===== config.mk =====
export PLATFORM = sky130hd
export DESIGN_NAME = axi_to_mem_adapter
export DESIGN_NICKNAME = d
export VERILOG_FILES = /design/src/axi_mem_pkg.sv /design/src/burst_if.sv /design/src/burst_addr_gen.sv /design/src/rsp_buf.sv /design/src/axi_mem_ctrl.sv /design/src/axi_to_mem_adapter.sv
export SDC_FILE = /design/constraint.sdc
export NUM_CORES = 1
export LEC_CHECK = 0
export BUFFER_PORTS_ARGS = -buffer_cell sky130_fd_sc_hd__buf_4
export CELL_PAD_IN_SITES_DETAIL_PLACEMENT = 1
export CELL_PAD_IN_SITES_GLOBAL_PLACEMENT = 1
export CORE_AREA = 2 2 182 184
export DETAILED_ROUTE_END_ITERATION = 6
export DIE_AREA = 0 0 184 186
export PLACE_DENSITY = 0.87
export SETUP_SLACK_MARGIN = 0.02
export SLEW_MARGIN = 25
export SYNTH_ARGS = -nofsm -noshare
export SYNTH_HDL_FRONTEND = slang
export SYNTH_SLANG_ARGS = --single-unit

===== constraint.sdc =====
create_clock -name clk_i -period 5.6 [get_ports clk_i]
set_clock_uncertainty 0.2 [all_clocks]
set_input_delay 0 -clock clk_i [delete_from_list [all_inputs] [get_ports clk_i]]
set_output_delay 0 -clock clk_i [all_outputs]
set_load 0.05 [all_outputs]

===== src/axi_mem_pkg.sv =====
package axi_mem_pkg;

    // ----------------------------------------
    // Bus widths
    // ----------------------------------------
    localparam int unsigned AddrWidth = 48;
    localparam int unsigned DataWidth = 64;
    localparam int unsigned IdWidth   = 6;
    localparam int unsigned LenWidth  = 8;

    // Read response buffer entries
    localparam int unsigned BufDepth = 2;

    // ----------------------------------------
    // Derived sizes
    // ----------------------------------------
    localparam int unsigned StrbWidth = DataWidth / 8;
    localparam int unsigned BeatBytes = DataWidth / 8;

    // Beat counter holds len + 1, so one bit wider than len
    localparam int unsigned BeatCntWidth = LenWidth + 1;

    localparam int unsigned BufPtrWidth = $clog2(BufDepth);
    localparam int unsigned BufCntWidth = $clog2(BufDepth + 1);

    // ----------------------------------------
    // Types
    // ----------------------------------------
    typedef logic [AddrWidth-1:0] axi_addr_t;
    typedef logic [DataWidth-1:0] axi_data_t;
    typedef logic [StrbWidth-1:0] axi_strb_t;
    typedef logic [IdWidth-1:0]   axi_id_t;
    typedef logic [LenWidth-1:0]  axi_len_t;

    // Controller states, one burst at a time
    typedef enum logic [1:0] {
        IDLE,
        WRITE,
        WRITE_RESP,
        READ
    } ctrl_state_e;

endpackage


===== src/burst_if.sv =====
interface burst_if;
    import axi_mem_pkg::*;

    // Burst start, from the controller
    logic      load;
    axi_addr_t start_addr;
    axi_len_t  start_len;
    logic      step;

    // Current beat, from the address generator
    axi_addr_t cur_addr;
    logic      last;

    modport ctrl (
        output load,
        output start_addr,
        output start_len,
        output step,
        input  cur_addr,
        input  last
    );

    modport gen (
        input  load,
        input  start_addr,
        input  start_len,
        input  step,
        output cur_addr,
        output last
    );

endinterface


===== src/burst_addr_gen.sv =====
module burst_addr_gen (
    input logic   clk_i,
    input logic   rst_ni,
    burst_if.gen  burst
);
    import axi_mem_pkg::*;

    axi_addr_t               addr_q;
    logic [BeatCntWidth-1:0] cnt_q;

    // Beat counter, zero while no burst is loaded
    always_ff @(posedge clk_i or negedge rst_ni) begin
        if (!rst_ni) begin
            cnt_q <= '0;
        end else if (burst.load) begin
            cnt_q <= BeatCntWidth'(burst.start_len) + BeatCntWidth'(1);
        end else if (burst.step) begin
            cnt_q <= cnt_q - BeatCntWidth'(1);
        end
    end

    // INCR address, one full beat per step
    always_ff @(posedge clk_i) begin
        if (burst.load) begin
            addr_q <= burst.start_addr;
        end else if (burst.step) begin
            addr_q <= addr_q + AddrWidth'(BeatBytes);
        end
    end

    assign burst.cur_addr = addr_q;
    assign burst.last     = (cnt_q == BeatCntWidth'(1));

    // Controller must only step inside a loaded burst
    assert property (@(posedge clk_i) disable iff (!rst_ni)
        burst.step |-> (cnt_q != '0))
        else $error("burst step without a loaded burst");

endmodule


===== src/rsp_buf.sv =====
module rsp_buf (
    input  logic                  clk_i,
    input  logic                  rst_ni,
    // Credits for reads issued to memory
    input  logic                  take_i,
    output logic                  credit_o,
    // Read data returning from memory
    input  logic                  push_i,
    input  axi_mem_pkg::axi_data_t push_data_i,
    input  axi_mem_pkg::axi_id_t   push_id_i,
    input  logic                  push_last_i,
    // R channel
    output logic                  r_valid_o,
    input  logic                  r_ready_i,
    output axi_mem_pkg::axi_data_t r_data_o,
    output axi_mem_pkg::axi_id_t   r_id_o,
    output logic                  r_last_o
);
    import axi_mem_pkg::*;

    axi_data_t data_q [BufDepth];
    axi_id_t   id_q   [BufDepth];
    logic      last_q [BufDepth];

    logic [BufPtrWidth-1:0] wr_ptr_q, rd_ptr_q;
    logic [BufCntWidth-1:0] count_q, credit_q;
    logic                   pop;

    function automatic logic [BufPtrWidth-1:0] ptr_inc(input logic [BufPtrWidth-1:0] ptr);
        if (ptr == BufPtrWidth'(BufDepth - 1)) begin
            return '0;
        end
        return ptr + BufPtrWidth'(1);
    endfunction

    assign pop = r_valid_o && r_ready_i;

    // ----------------------------------------
    // Pointers, fill level and credits
    // ----------------------------------------
    always_ff @(posedge clk_i or negedge rst_ni) begin
        if (!rst_ni) begin
            wr_ptr_q <= '0;
            rd_ptr_q <= '0;
            count_q  <= '0;
            credit_q <= '0;
        end else begin
            if (push_i) begin
                wr_ptr_q <= ptr_inc(wr_ptr_q);
            end
            if (pop) begin
                rd_ptr_q <= ptr_inc(rd_ptr_q);
            end
            count_q  <= count_q + BufCntWidth'(push_i) - BufCntWidth'(pop);
            // In flight or stored
            credit_q <= credit_q + BufCntWidth'(take_i) - BufCntWidth'(pop);
        end
    end

    always_ff @(posedge clk_i) begin
        if (push_i) begin
            data_q[wr_ptr_q] <= push_data_i;
            id_q[wr_ptr_q]   <= push_id_i;
            last_q[wr_ptr_q] <= push_last_i;
        end
    end

    assign credit_o  = (credit_q < BufCntWidth'(BufDepth));
    assign r_valid_o = (count_q != '0);
    assign r_data_o  = data_q[rd_ptr_q];
    assign r_id_o    = id_q[rd_ptr_q];
    assign r_last_o  = last_q[rd_ptr_q];

    // Credit accounting must keep the FIFO from overflowing
    assert property (@(posedge clk_i) disable iff (!rst_ni)
        push_i |-> (count_q < BufCntWidth'(BufDepth)))
        else $error("read response pushed into a full buffer");

endmodule


===== src/axi_mem_ctrl.sv =====
module axi_mem_ctrl (
    input  logic                   clk_i,
    input  logic                   rst_ni,
    burst_if.ctrl                  burst,
    // AW channel
    input  logic                   aw_valid_i,
    output logic                   aw_ready_o,
    input  axi_mem_pkg::axi_id_t   aw_id_i,
    input  axi_mem_pkg::axi_addr_t aw_addr_i,
    input  axi_mem_pkg::axi_len_t  aw_len_i,
    // W channel
    input  logic                   w_valid_i,
    output logic                   w_ready_o,
    input  axi_mem_pkg::axi_data_t w_data_i,
    input  axi_mem_pkg::axi_strb_t w_strb_i,
    input  logic                   w_last_i,
    // B channel
    output logic                   b_valid_o,
    input  logic                   b_ready_i,
    output axi_mem_pkg::axi_id_t   b_id_o,
    // AR channel
    input  logic                   ar_valid_i,
    output logic                   ar_ready_o,
    input  axi_mem_pkg::axi_id_t   ar_id_i,
    input  axi_mem_pkg::axi_addr_t ar_addr_i,
    input  axi_mem_pkg::axi_len_t  ar_len_i,
    // Memory request side
    output logic                   mem_req_o,
    input  logic                   mem_gnt_i,
    output logic                   mem_we_o,
    output axi_mem_pkg::axi_addr_t mem_addr_o,
    output axi_mem_pkg::axi_data_t mem_wdata_o,
    output axi_mem_pkg::axi_strb_t mem_be_o,
    // Response buffer
    input  logic                   buf_credit_i,
    output logic                   buf_take_o,
    output axi_mem_pkg::axi_id_t   rd_id_o,
    output logic                   rd_last_o
);
    import axi_mem_pkg::*;

    ctrl_state_e state_q, state_d;
    logic        last_rd_q;
    axi_id_t     id_q;
    logic        pick_wr, pick_rd;
    logic        aw_hs, ar_hs;
    logic        grant, rd_grant;

    // ----------------------------------------
    // Arbitration between AW and AR
    // ----------------------------------------
    // Round robin only matters under contention
    assign pick_wr = aw_valid_i && (!ar_valid_i || last_rd_q);
    assign pick_rd = ar_valid_i && !pick_wr;

    assign aw_ready_o = (state_q == IDLE) && pick_wr;
    assign ar_ready_o = (state_q == IDLE) && pick_rd;
    assign aw_hs      = aw_valid_i && aw_ready_o;
    assign ar_hs      = ar_valid_i && ar_ready_o;

    always_ff @(posedge clk_i or negedge rst_ni) begin
        if (!rst_ni) begin
            last_rd_q <= 1'b1;
        end else if ((state_q == IDLE) && aw_valid_i && ar_valid_i) begin
            last_rd_q <= pick_rd;
        end
    end

    // Burst start
    assign burst.load       = aw_hs || ar_hs;
    assign burst.start_addr = pick_wr ? aw_addr_i : ar_addr_i;
    assign burst.start_len  = pick_wr ? aw_len_i : ar_len_i;

    always_ff @(posedge clk_i) begin
        if (burst.load) begin
            id_q <= pick_wr ? aw_id_i : ar_id_i;
        end
    end

    // ----------------------------------------
    // Beat issue
    // ----------------------------------------
    assign mem_req_o   = ((state_q == WRITE) && w_valid_i) ||
                         ((state_q == READ) && buf_credit_i);
    assign mem_we_o    = (state_q == WRITE);
    assign mem_addr_o  = burst.cur_addr;
    assign mem_wdata_o = w_data_i;
    assign mem_be_o    = (state_q == WRITE) ? w_strb_i : '1;

    assign grant      = mem_req_o && mem_gnt_i;
    assign rd_grant   = grant && (state_q == READ);
    assign burst.step = grant;
    assign buf_take_o = rd_grant;

    // Write data is accepted exactly when memory takes it
    assign w_ready_o = (state_q == WRITE) && mem_gnt_i;

    assign b_valid_o = (state_q == WRITE_RESP);
    assign b_id_o    = id_q;

    // Tag travels alongside the one-cycle read latency
    always_ff @(posedge clk_i) begin
        if (rd_grant) begin
            rd_id_o   <= id_q;
            rd_last_o <= burst.last;
        end
    end

    // ----------------------------------------
    // Control FSM
    // ----------------------------------------
    always_comb begin
        state_d = state_q;
        case (state_q)
            IDLE: begin
                if (aw_hs) begin
                    state_d = WRITE;
                end else if (ar_hs) begin
                    state_d = READ;
                end
            end
            WRITE: begin
                if (grant && burst.last) begin
                    state_d = WRITE_RESP;
                end
            end
            WRITE_RESP: begin
                if (b_ready_i) begin
                    state_d = IDLE;
                end
            end
            READ: begin
                if (rd_grant && burst.last) begin
                    state_d = IDLE;
                end
            end
            default: state_d = IDLE;
        endcase
    end

    always_ff @(posedge clk_i or negedge rst_ni) begin
        if (!rst_ni) begin
            state_q <= IDLE;
        end else begin
            state_q <= state_d;
        end
    end

    // ----------------------------------------
    // Checks
    // ----------------------------------------
    assert property (@(posedge clk_i) disable iff (!rst_ni)
        (b_valid_o && !b_ready_i) |=> b_valid_o)
        else $error("b_valid_o dropped before b_ready_i");

    assert property (@(posedge clk_i) disable iff (!rst_ni)
        (mem_req_o && (state_q == READ)) |-> buf_credit_i)
        else $error("read issued without a free buffer credit");

    // Master's w_last must agree with the beat counter
    assert property (@(posedge clk_i) disable iff (!rst_ni)
        (w_valid_i && w_ready_o) |-> (w_last_i == burst.last))
        else $error("w_last_i does not match the burst length");

endmodule


===== src/axi_to_mem_adapter.sv =====
module axi_to_mem_adapter (
    input  logic                   clk_i,
    input  logic                   rst_ni,
    // AW channel
    input  logic                   aw_valid_i,
    output logic                   aw_ready_o,
    input  axi_mem_pkg::axi_id_t   aw_id_i,
    input  axi_mem_pkg::axi_addr_t aw_addr_i,
    input  axi_mem_pkg::axi_len_t  aw_len_i,
    // W channel
    input  logic                   w_valid_i,
    output logic                   w_ready_o,
    input  axi_mem_pkg::axi_data_t w_data_i,
    input  axi_mem_pkg::axi_strb_t w_strb_i,
    input  logic                   w_last_i,
    // B channel
    output logic                   b_valid_o,
    input  logic                   b_ready_i,
    output axi_mem_pkg::axi_id_t   b_id_o,
    // AR channel
    input  logic                   ar_valid_i,
    output logic                   ar_ready_o,
    input  axi_mem_pkg::axi_id_t   ar_id_i,
    input  axi_mem_pkg::axi_addr_t ar_addr_i,
    input  axi_mem_pkg::axi_len_t  ar_len_i,
    // R channel
    output logic                   r_valid_o,
    input  logic                   r_ready_i,
    output axi_mem_pkg::axi_id_t   r_id_o,
    output axi_mem_pkg::axi_data_t r_data_o,
    output logic                   r_last_o,
    // Memory port
    output logic                   mem_req_o,
    input  logic                   mem_gnt_i,
    output logic                   mem_we_o,
    output axi_mem_pkg::axi_addr_t mem_addr_o,
    output axi_mem_pkg::axi_data_t mem_wdata_o,
    output axi_mem_pkg::axi_strb_t mem_be_o,
    input  logic                   mem_rvalid_i,
    input  axi_mem_pkg::axi_data_t mem_rdata_i
);
    import axi_mem_pkg::*;

    logic    buf_credit;
    logic    buf_take;
    axi_id_t rd_id;
    logic    rd_last;

    burst_if u_burst ();

    // ----------------------------------------
    // Control and address path
    // ----------------------------------------
    axi_mem_ctrl u_ctrl (
        .clk_i        (clk_i),
        .rst_ni       (rst_ni),
        .burst        (u_burst.ctrl),
        .aw_valid_i   (aw_valid_i),
        .aw_ready_o   (aw_ready_o),
        .aw_id_i      (aw_id_i),
        .aw_addr_i    (aw_addr_i),
        .aw_len_i     (aw_len_i),
        .w_valid_i    (w_valid_i),
        .w_ready_o    (w_ready_o),
        .w_data_i     (w_data_i),
        .w_strb_i     (w_strb_i),
        .w_last_i     (w_last_i),
        .b_valid_o    (b_valid_o),
        .b_ready_i    (b_ready_i),
        .b_id_o       (b_id_o),
        .ar_valid_i   (ar_valid_i),
        .ar_ready_o   (ar_ready_o),
        .ar_id_i      (ar_id_i),
        .ar_addr_i    (ar_addr_i),
        .ar_len_i     (ar_len_i),
        .mem_req_o    (mem_req_o),
        .mem_gnt_i    (mem_gnt_i),
        .mem_we_o     (mem_we_o),
        .mem_addr_o   (mem_addr_o),
        .mem_wdata_o  (mem_wdata_o),
        .mem_be_o     (mem_be_o),
        .buf_credit_i (buf_credit),
        .buf_take_o   (buf_take),
        .rd_id_o      (rd_id),
        .rd_last_o    (rd_last)
    );

    burst_addr_gen u_addr_gen (
        .clk_i  (clk_i),
        .rst_ni (rst_ni),
        .burst  (u_burst.gen)
    );

    // Read data path
    rsp_buf u_rsp_buf (
        .clk_i       (clk_i),
        .rst_ni      (rst_ni),
        .take_i      (buf_take),
        .credit_o    (buf_credit),
        .push_i      (mem_rvalid_i),
        .push_data_i (mem_rdata_i),
        .push_id_i   (rd_id),
        .push_last_i (rd_last),
        .r_valid_o   (r_valid_o),
        .r_ready_i   (r_ready_i),
        .r_data_o    (r_data_o),
        .r_id_o      (r_id_o),
        .r_last_o    (r_last_o)
    );

endmodule


==> results.md <==
* Post-synth EDFFs at 203
* Drt drc at 0
* Vias in the first global route at between 10k and 15k
* Status: complete, no violations
* Fin crit share at 86.8%
* Asr flop ratio synth at a little over 8%
* Fillcell total at 3318
* Synthesized area per cell at about 12 um^2
* Post-Route Setup TNS at 0 ps
* Clock Tree Buf Depth at 3
* First drt pass iteration count at 5
* IO buf count at ~340
* DRT iter0 DRCs at between 600 and 700
* Area Overhead vs Synth at 59.1%
* Crit path capture type: flip-flop
* NumNets Final at 1747
* Crit path DAT at 5140 ps
* Syn Nets at ~1.2k
* Core box area at between 30000 and 40000 um^2
* Power Density at 499 nW/um^2
* DP HPWL at 24900 um
* DIE AREA at approximately 34000 um^2
* CP Class: reg -> reg
* CP max FO at 45
* First-pass GRT wire length at around 69000 um
* Latest clock arrival within the worst-skew pair at 540 ps
* Synth Cell Area at 10800 um^2
* Total track usage at between 20% and 30%
* Adder-cell share of the synthesized area at 0.926%
* Multi-input gate area at between 3000 and 4000 um^2
* Ys flop type: edfxtp_1
* Largest family of logic cells by synthesized area: simple AND/OR/NAND/NOR gates
* Synth Area in Compound Gates at under 10%
* Mux cell area share after synthesis at 8.13%
* Worst EP required at just under 6000 ps
* Root Driver: clkbuf_16
* Tmin final at a little under 5000 ps
* Max-slew violations at 0
* Clock sink count at roughly 220
* Row count at 66
* Peak VDD IR at 0.244 mV
* Post-DR vias/cell at ~5.2
* Relative slew margins at approximately 33%
* Layout cells sized above 1 at roughly a third
* Fin. Hold Viols at 0
* Vias at 9830
* Final WL at between 40000 and 50000 um
* Pin count of the biggest net entering global routing at 72
* R2R cell count at 14
* Final core area utilization at about 53%
* Tightest Pin Transition at 1010 ps
* Distinct cells, synth at about 50
* Die width at 184 um
* Synth Area in XOR/XNOR at 4.62%
* TritonCTS clock tree: built
* GRT overflow at 0
* Maxcap violations at 0
* Finished Cell Area at ~17000 um^2
* WL/cell at 25.0 um
* Hold-critical path depth at 2
* Leak pwr at ~7.1 nW
* Simple logic cell fraction of the synthesized area at between 10 and 15%
* Clk slew on worst S/H paths at around 70 ps
* Number of synthesis warnings at 0
* # IOs at approximately 470
* Number of buffers created by CTS at 25
* Final setup vio count at 0
* ANT nets after route at 0
* CTS H-tree depth at 1
* Die H at around 190 um
* Fmax at about 210 MHz
* Syn Inst Count at ~900
* Initial Util at around a third
* RSZ-0062 raised after global routing: no
* Placed cell areas at around 13000 um^2
* RD Place Congestion at ~0.80
* Yosys reg bits at approximately 220
* Initial antenna violation count at 2
* HP Class: in -> reg
* Startpoint types: flip-flop
* Register area at 6550 um^2
* Seq/Total Area, Yosys at 60.5%
## cells in the mapped netlist (all sizes together) (7+ instances only)
cell	count	share of area, %
a31oi	15	0.87
or3	7	0.40
clkbuf	36	1.2
nor4	13	0.75
edfxtp	203	56
dfrtp	17	3.9
mux2i	8	0.74
inv	15	0.52
nand4	12	0.75
o21ai	10	0.46
nor3	11	0.51
nor2	22	0.76
nand2b	11	0.64
nand3	28	1.3
nand2	145	5.0
a21oi	36	1.7
ha	8	0.93
or4	8	0.59
and3	46	2.7
xor2	17	1.4
buf	72	4.8
and4	7	0.57
mux2	71	7.4
xnor2	40	3.2
## cells in the final DEF (no fill, tap or decap), types with 8 or more instances in the layout
| cell | count |
|---|---|
| nor3_1 | 11 |
| mux2i_1 | 8 |
| nor2_1 | 21 |
| and3_1 | 46 |
| nor4_1 | 13 |
| o21ai_0 | 9 |
| xor2_1 | 17 |
| xnor2_1 | 40 |
| nand4_1 | 11 |
| inv_1 | 14 |
| dlygate4sd3_1 | 307 |
| edfxtp_1 | 203 |
| clkbuf_16 | 25 |
| dfrtp_1 | 16 |
| mux2_2 | 71 |
| a21oi_1 | 36 |
| nand3_1 | 28 |
| a31oi_1 | 15 |
| ha_1 | 8 |
| nand2b_1 | 11 |
| buf_4 | 351 |
| nand2_1 | 143 |
## sequential cells by signal, summed over array words and instances (netlist names)
name	cells
u_rsp_buf.data_q	128
u_addr_gen.burst.cur_addr	48
u_rsp_buf.id_q	12
u_addr_gen.cnt_q	9
u_ctrl.b_id_o	6
u_ctrl.rd_id_o	6
u_ctrl.state_q	2
u_rsp_buf.count_q	2
u_rsp_buf.credit_q	2
u_rsp_buf.last_q	2
u_ctrl.last_rd_q	1
u_ctrl.rd_last_o	1
u_rsp_buf.rd_ptr_q	1
u_rsp_buf.wr_ptr_q	1
## final cells by class
type / instances / area share (%)
clock buffers: 29 / 3.72
inverters: 15 / 0.327
multi-input cells: 548 / 20.9
flip-flops and latches: 221 / 38.1
diodes: 2 / 0.0291
well taps: 408 / 2.97
clock inverters: 16 / 0.807
repair buffers: 658 / 33.2
## power by group
group	internal (mW)	total, mW	switching, mW
clock network	0.912	1.63	0.715
logic	1.44	4.17	2.74
registers	2.37	2.78	0.410
total	4.72	8.58	3.86
## through the flow
stage | worst slack, ps | hold slack [ps] | std cells | power [mW]
floorplan | 1340 | -496 | 892 | 5.26
global placement | 2670 | -310 | 1543 | 6.23
detailed placement | 2630 | -301 | 1543 | 6.33
CTS | 1010 | 2.92 | 1895 | 8.40
global route | 476 | 2.09 | 1897 | 8.91
finish | 738 | 21.3 | 1897 | 8.58
## cells by family (layout without fill, tap and decap cells)
group,after synthesis,count (layout)
muxes,79,79
other,0,2
and+or+nand+nor,326,326
AOI/OAI and AO/OA,78,78
xor gates and xnor gates,57,57
DFF,221,221
adders and majority gates,8,8
buffers and inverters,123,718
## path summary, 6_finish.rpt
| path | startpoint | end | slack, ps |
|---|---|---|---|
| setup reg to reg | u_ctrl.last_rd_q | u_addr_gen.cnt_q[4] | 740 |
| setup / recovery | u_ctrl.last_rd_q | u_addr_gen.cnt_q[4] | 740 |
| max in group asynchronous | rst_ni | u_rsp_buf.rd_ptr_q | 4000 |
| min in group asynchronous | rst_ni | u_addr_gen.cnt_q[4] | 500 |
| hold reg to reg | u_ctrl.rd_last_o | u_rsp_buf.last_q[1] | 250 |
| hold / removal | mem_rdata_i[17] | u_rsp_buf.data_q[0][17] | 20 |
## layer usage
layer	GRT usage (%)	routed length [um]	vias to the layer above
met4	9.09	1470	0
li1	-	-	4333
met3	7.83	4120	97
met2	48.2	24200	489
met5	0	0	-
met1	29.7	17500	4911
## critical path, cell delays in order, from the launching register on
cell and delay, ps:
dfstp_2 380, nand2b_1 220, nand2_2 410, buf_4 550, nand2_1 100, nand2_1 140
dlygate4sd3_1 620, ha_1 300, nand3_1 100, nor3_1 150, a41oi_1 60, a221o_1 360
dlygate4sd3_1 550, o21ai_0 70, dlygate4sd3_1 570
## repair_timing
item                      4_1_cts  5_1_grt
resized for setup               0        0
buffers inserted                0        0
hold endpoints to repair      298        0
hold buffers                  307        0
(Power assumes the default switching activity.)
